--- src/design/mem_pkg.sv ---
`default_nettype none

package mem_pkg;

  ////////////////////////////////////////////////////////////
  // bus widths
  ////////////////////////////////////////////////////////////

  localparam int xlen = 32;

  // one strobe bit per byte lane
  localparam int strb_width = xlen / 8;

  ////////////////////////////////////////////////////////////
  // request attributes
  ////////////////////////////////////////////////////////////

  // privilege of the requester, riscv encoding
  typedef enum logic [1:0] {
    u_mode = 2'b00,
    m_mode = 2'b11
  } priv_mode;

  // what the access does, as seen by the protection check
  typedef enum logic [1:0] {
    acc_read  = 2'b00,
    acc_write = 2'b01,
    acc_exec  = 2'b10
  } access_kind;

endpackage

`default_nettype wire

--- src/design/mem_arbiter.sv ---
`timescale 1ns/1ps
`default_nettype none

module mem_arbiter (
  input  logic                            clk,
  input  logic                            rst,
  input  logic                            imem_valid,
  input  mem_pkg::priv_mode               imem_mode,
  input  logic [mem_pkg::xlen-1:0]        imem_addr,
  input  logic [mem_pkg::xlen-1:0]        imem_wdata,
  input  logic [mem_pkg::strb_width-1:0]  imem_wstrb,
  output logic                            imem_ready,
  output logic                            imem_error,
  output logic [mem_pkg::xlen-1:0]        imem_rdata,
  input  logic                            dmem_valid,
  input  mem_pkg::priv_mode               dmem_mode,
  input  logic [mem_pkg::xlen-1:0]        dmem_addr,
  input  logic [mem_pkg::xlen-1:0]        dmem_wdata,
  input  logic [mem_pkg::strb_width-1:0]  dmem_wstrb,
  output logic                            dmem_ready,
  output logic                            dmem_error,
  output logic [mem_pkg::xlen-1:0]        dmem_rdata,
  output mem_pkg::priv_mode               chk_mode,
  output logic [mem_pkg::xlen-1:0]        chk_addr,
  output mem_pkg::access_kind             chk_kind,
  input  logic                            chk_error,
  output logic                            memory_valid,
  output logic [mem_pkg::xlen-1:0]        memory_addr,
  output logic [mem_pkg::xlen-1:0]        memory_wdata,
  output logic [mem_pkg::strb_width-1:0]  memory_wstrb,
  input  logic [mem_pkg::xlen-1:0]        memory_rdata,
  input  logic                            memory_ready
);
  import mem_pkg::*;

  typedef enum logic [1:0] {
    own_none = 2'b00,
    own_imem = 2'b01,
    own_dmem = 2'b10
  } owner_t;

  // registered record of the granted request
  owner_t                r_owner;
  logic                  r_error;
  logic [xlen-1:0]       r_addr;
  logic [xlen-1:0]       r_wdata;
  logic [strb_width-1:0] r_wstrb;

  // candidate from the requester side
  owner_t                cand_owner;
  priv_mode              cand_mode;
  logic [xlen-1:0]       cand_addr;
  logic [xlen-1:0]       cand_wdata;
  logic [strb_width-1:0] cand_wstrb;
  access_kind            cand_kind;
  logic                  grant;

  logic                  resp_ready;
  logic [xlen-1:0]       resp_rdata;

  ////////////////////////////////////////////////////////////
  // grant and check
  ////////////////////////////////////////////////////////////

  always_comb begin
    if (dmem_valid) begin
      cand_owner = own_dmem;
      cand_mode  = dmem_mode;
      cand_addr  = dmem_addr;
      cand_wdata = dmem_wdata;
      cand_wstrb = dmem_wstrb;
      cand_kind  = (|dmem_wstrb) ? acc_write : acc_read;
    end else begin
      cand_owner = own_imem;
      cand_mode  = imem_mode;
      cand_addr  = imem_addr;
      cand_wdata = imem_wdata;
      cand_wstrb = imem_wstrb;
      cand_kind  = acc_exec;
    end
  end

  assign grant = (r_owner == own_none) && (dmem_valid || imem_valid);

  // checker sees machine mode outside the grant cycle
  assign chk_mode = grant ? cand_mode : m_mode;
  assign chk_addr = cand_addr;
  assign chk_kind = cand_kind;

  ////////////////////////////////////////////////////////////
  // memory side
  ////////////////////////////////////////////////////////////

  always_comb begin
    memory_valid = 1'b0;
    memory_addr  = '0;
    memory_wdata = '0;
    memory_wstrb = '0;
    if (grant && !chk_error) begin
      memory_valid = 1'b1;
      memory_addr  = cand_addr;
      memory_wdata = cand_wdata;
      memory_wstrb = cand_wstrb;
    end else if (r_owner != own_none && !r_error) begin
      memory_valid = 1'b1;
      memory_addr  = r_addr;
      memory_wdata = r_wdata;
      memory_wstrb = r_wstrb;
    end
  end

  always_ff @(posedge clk) begin
    if (!rst) begin
      r_owner <= own_none;
      r_error <= 1'b0;
    end else if (grant) begin
      r_owner <= cand_owner;
      r_error <= chk_error;
    end else if (r_owner != own_none && (r_error || memory_ready)) begin
      r_owner <= own_none;
      r_error <= 1'b0;
    end
  end

  always_ff @(posedge clk) begin
    if (grant) begin
      r_addr  <= cand_addr;
      r_wdata <= cand_wdata;
      r_wstrb <= cand_wstrb;
    end
  end

  ////////////////////////////////////////////////////////////
  // response routing
  ////////////////////////////////////////////////////////////

  // refused access answers one cycle after grant with zero data
  assign resp_ready = r_error ? 1'b1 : memory_ready;
  assign resp_rdata = r_error ? '0 : memory_rdata;

  assign imem_ready = (r_owner == own_imem) && resp_ready;
  assign imem_error = (r_owner == own_imem) && r_error;
  assign imem_rdata = (r_owner == own_imem) ? resp_rdata : '0;

  assign dmem_ready = (r_owner == own_dmem) && resp_ready;
  assign dmem_error = (r_owner == own_dmem) && r_error;
  assign dmem_rdata = (r_owner == own_dmem) ? resp_rdata : '0;

  a_no_valid_on_error: assert property (
    @(posedge clk) disable iff (!rst)
    !(memory_valid && chk_error)
  ) else $error("mem_arbiter: refused access reached memory");

endmodule

`default_nettype wire

--- config.mk ---
export PLATFORM = sky130hd
export DESIGN_NAME = mem_arbiter
export DESIGN_NICKNAME = d
export VERILOG_FILES = /design/src/design/mem_pkg.sv /design/src/design/mem_arbiter.sv
export SDC_FILE = /design/constraint.sdc
export NUM_CORES = 1
export LEC_CHECK = 0
export ABC_AREA = 1
export BUFFER_PORTS_ARGS = -buffer_cell sky130_fd_sc_hd__buf_2
export CAP_MARGIN = 30
export CORE_AREA = 8 8 129 131
export CTS_CLUSTER_DIAMETER = 50
export DETAILED_ROUTE_END_ITERATION = 6
export DIE_AREA = 0 0 137 139
export GPL_TIMING_DRIVEN = 0
export PLACE_DENSITY = 0.62
export SLEW_MARGIN = 10
export SYNTH_ARGS = -nofsm -noshare
export SYNTH_HDL_FRONTEND = slang
export SYNTH_SLANG_ARGS = --single-unit
--- constraint.sdc ---
create_clock -name clk -period 3.1 [get_ports clk]
set_input_delay 0 -clock clk [delete_from_list [all_inputs] [get_ports clk]]
set_output_delay 0 -clock clk [all_outputs]
set_load 0.05 [all_outputs]
# Word-level counts from Yosys, hierarchy flattened
# Cells that the tools add are included.
# classes
n_eq_ne,2
muxes,24
reduce_logical,16
# op_table
operator,count
$mux W32,9
$mux W2,6
$mux W4,3
$logic_and A1 B1 Y1,8
$mux W1,6
$reduce_bool A2 Y1,2
$reduce_or A4 Y1,1
$eq A2 B1 Y1 const B,1
$eq A2 B2 Y1 const B,1
$logic_not A1 Y1,2
$logic_not A2 Y1,1
$logic_or A1 B1 Y1,2
# totals
regBits,71
in_bits,178
output_inout_bits,173

# Longest topological paths before layout
# depth
word_depth,4
depth_mapped,8
mapped_depth_nobuf,5

# Worst setup path before layout
# OpenSTA, ideal clock, no wires.
# synth_timing
kind,reg2out
start,register r_owner[1]
end,output port chk_mode[0]
arrival_time_ns,2.283
slack_ns,0.817
stages_incl_launch_ff,6
path_buffers,1
cell_sequence,dfxtp_1 inv_1 nand2_1 nor2_4 buf_2 nand3_1
# synth_via
elab_chain_cells,3
# synth_rtl
element,line_no,rtl
from (decl),mem_arbiter.sv:43,owner_t r_owner;
from (signal assigned),mem_arbiter.sv:114,r_owner <= own_none;
from (signal assigned),mem_arbiter.sv:117,r_owner <= cand_owner;
from (signal assigned),mem_arbiter.sv:120,r_owner <= own_none;
$logic_not A2 Y1,mem_arbiter.sv:83,assign grant = (r_owner == own_none) && (dmem_valid || imem_valid);
$logic_and A1 B1 Y1,mem_arbiter.sv:83,
via grant,mem_arbiter.sv:56,logic grant;
$mux W2,mem_arbiter.sv:86,assign chk_mode = grant ? cand_mode : m_mode;
to (decl),mem_arbiter.sv:23,"output mem_pkg::priv_mode chk_mode,"
# The timed path passes the listed nets, and every way through them passes these cells.

# Worst setup path after layout
# layout_timing
start,register r_owner[1]
end,output port memory_addr[28] (netlist bit)
# layout_via
elab_chain_cells,4
word_cells_on_any_way,7
classes_between,2 x mux; 5 x reduce/logical
# layout_rtl
element,line_no,rtl
$logic_not A2 Y1,mem_arbiter.sv:83,
$logic_and A1 B1 Y1,mem_arbiter.sv:83,
via grant,mem_arbiter.sv:56,
$logic_and A1 B1 Y1,mem_arbiter.sv:99,if (grant && !chk_error) begin
$mux W32,mem_arbiter.sv:99,
to (decl),mem_arbiter.sv:28,"output logic [mem_pkg::xlen-1:0] memory_addr,"
# The timed path passes the listed nets, and every way through them passes these cells.

==> reports/results.tsv <==
metric	value	unit
regToRegStartpoint	r_owner[1]	
power	3.94	mW
rsz0062_at_grt	false	
place_area	6670	um^2
wl	21500	um
hold_viol_final	0	
path_max_fanout	56	
cts_tree	built	
fin_util	53.2	%
fin_hold_ws	0.00719	ns
fp.dieW	137	um
gr-total-overflow	0	
insertion_delay	0.33	ns
r2r_cells	5	
maxSlewViolCount	0	
vias_per_cell	4.65	
hpwl	16100	um
grt_pass1_vias	6008	
period_needed	2.26	ns
cp.arrival	2.26	ns
cts_root_buffer	clkbuf_16	
layout_commonest_cell	buf_2	
vias	6082	
ys_seq_elements	71	
area_growth	68.7	%
synth.yosys.warnings	0	
syn_inst	666	
crit_end	memory_addr[28]	
post_cts_buffers	0	
cellLeakagePower	4.50	nW
hp-class	in2reg	
cts.clk_slew.worst_paths	0.06	ns
core-area	14800	um^2
numCtsBuffers	9	
ant_nets	0	
drive_gt1_share	36.8	%
grt_pass1_wl	32900	um
tightest_slew	0.613	ns
drc	0	
max-vdd-ir-drop	0.208	mV
fin_nets	1292	
finalSetupViolCount	0	
layout_common_cells	buf_2 (378), nand2_1 (353), dlygate4sd3_1 (87)	
cts_htree_levels	3	
dr.pass1.iters	5	
die_h	139	um
drv_cap	0	
syn_area	4650	um^2
ys_seq_area_share	45.2	%
placementRows	45	
run_status	completed	
fill_cells	1465	
crit_start	r_owner[1]	
fin_crit_sh	73.0	%
fin_area	7850	um^2
drtIter0Drc	402	
die_area	19000	um^2
synth_fp_nets	844	
grt_max_degree	57	
ios	351	
power.density	502	nW/um^2
clock-sinks	71	
synth_area_per_cell	6.99	um^2
crit_type	reg2out	
track_usage	21.9	%
slew_headroom	59.2	%
start_util	31.5	%
clk_path_buf_depth	2	
routabilityCongestion	0.805	
fmax	442	MHz
rrSetupSlack	1.29	ns
n_antenna_cell	0	
endpoint_kind	output pin	
ys_types	17	
antenna_found_initial	0	
portBuffers	349	
wire_per_inst	16.5	um
r2r_end	r_wdata[24]	
fin_skew	0.00446	ns
tns	0	ns
critPathRequiredTime	3.10	ns
worst_setup_path_start_kind	flop	
[power breakdown]
group | internal, mW | switching (mW) | leakage [nW] | total, mW
clock | 0.702 | 0.390 | 0.152 | 1.09
sequential | 1.18 | 0.0293 | 0.703 | 1.21
combinational | 0.443 | 1.19 | 3.64 | 1.64
total | 2.33 | 1.61 | 4.50 | 3.94
[registers in the layout, summed over array words and instances (netlist names)]
signal	flops
r_owner	2
r_error	1
r_wdata	32
r_addr	32
r_wstrb	4
[how the worst min path moves through the flow]
stage / start / end / cells past startpoint
floorplan: rst / r_owner[0] / 2
global placement: rst / r_owner[0] / 3
detailed placement: rst / r_owner[0] / 3
CTS: dmem_addr[7] / r_addr[7] / 3
global route: dmem_addr[31] / r_addr[31] / 3
finish: imem_wdata[5] / r_wdata[5] / 3
[critical path, cell delays in order (launching register included)]
cell     delay (ns)
dfxtp_1        0.35
inv_1          0.08
nand2_1        0.09
nor2_4         0.25
buf_4          0.37
buf_16         0.29
nand3_1        0.11
nand2_1        0.10
buf_2          0.27
[cell usage after synthesis]
master | n | area (um^2)
nor2_4 | 3 | 33.8
buf_1 | 3 | 11.3
nor2_1 | 9 | 33.8
inv_1 | 36 | 135
o22ai_1 | 1 | 6.26
a21oi_1 | 3 | 15.0
inv_2 | 3 | 11.3
nor3_1 | 64 | 320
buf_4 | 3 | 22.5
clkbuf_1 | 5 | 18.8
nand2_1 | 353 | 1330
nor2_2 | 1 | 6.26
buf_2 | 30 | 150
nand3_1 | 72 | 360
buf_6 | 9 | 101
edfxtp_1 | 68 | 2040
dfxtp_1 | 3 | 60.1
[logic make-up (layout without fill, tap and decap cells)]
kind of cell | count (synthesis) | in the layout | share of synthesized area, %
AO/OA/AOI/OAI | 4 | 4 | 0.457
buffers and inverters | 89 | 542 | 9.68
flip-flops | 71 | 71 | 45.2
AND/OR/NAND/NOR | 502 | 502 | 44.7
[through the flow]
step / worst slack [ns] / std cells
after floorplan: 0.817 / 666
after global placement: 0.406 / 1203
after detailed placement: 1.14 / 1204
after CTS: 0.779 / 1307
after global routing: 0.637 / 1307
final: 0.836 / 1307
[metal layers]
layer / up-vias / track usage, % / part of all wire [%]
met2: 268 / 37.5 / 50
met5: - / 0 / 0
met3: 31 / 4.78 / 8.8
met4: 0 / 6.35 / 1.7
li1: 3041 / - / -
met1: 2742 / 26.6 / 39
[layout make-up]
type,count,area (um^2),area share (%)
Clock buffer,10,229,2.92
Sequential cell,71,2100,26.8
Timing Repair Buffer,437,2650,33.7
Inverter,39,146,1.86
Multi-Input combinational cell,506,2100,26.8
Tap cell,188,235,3.00
Buffer,50,307,3.91
Clock inverter,6,85.1,1.08
[what timing repair did]
action                    4_1_cts  5_1_grt
hold endpoints to repair       48        0
hold buffers                   87        0
resized for setup               0        0
(Power assumes the default switching activity.)
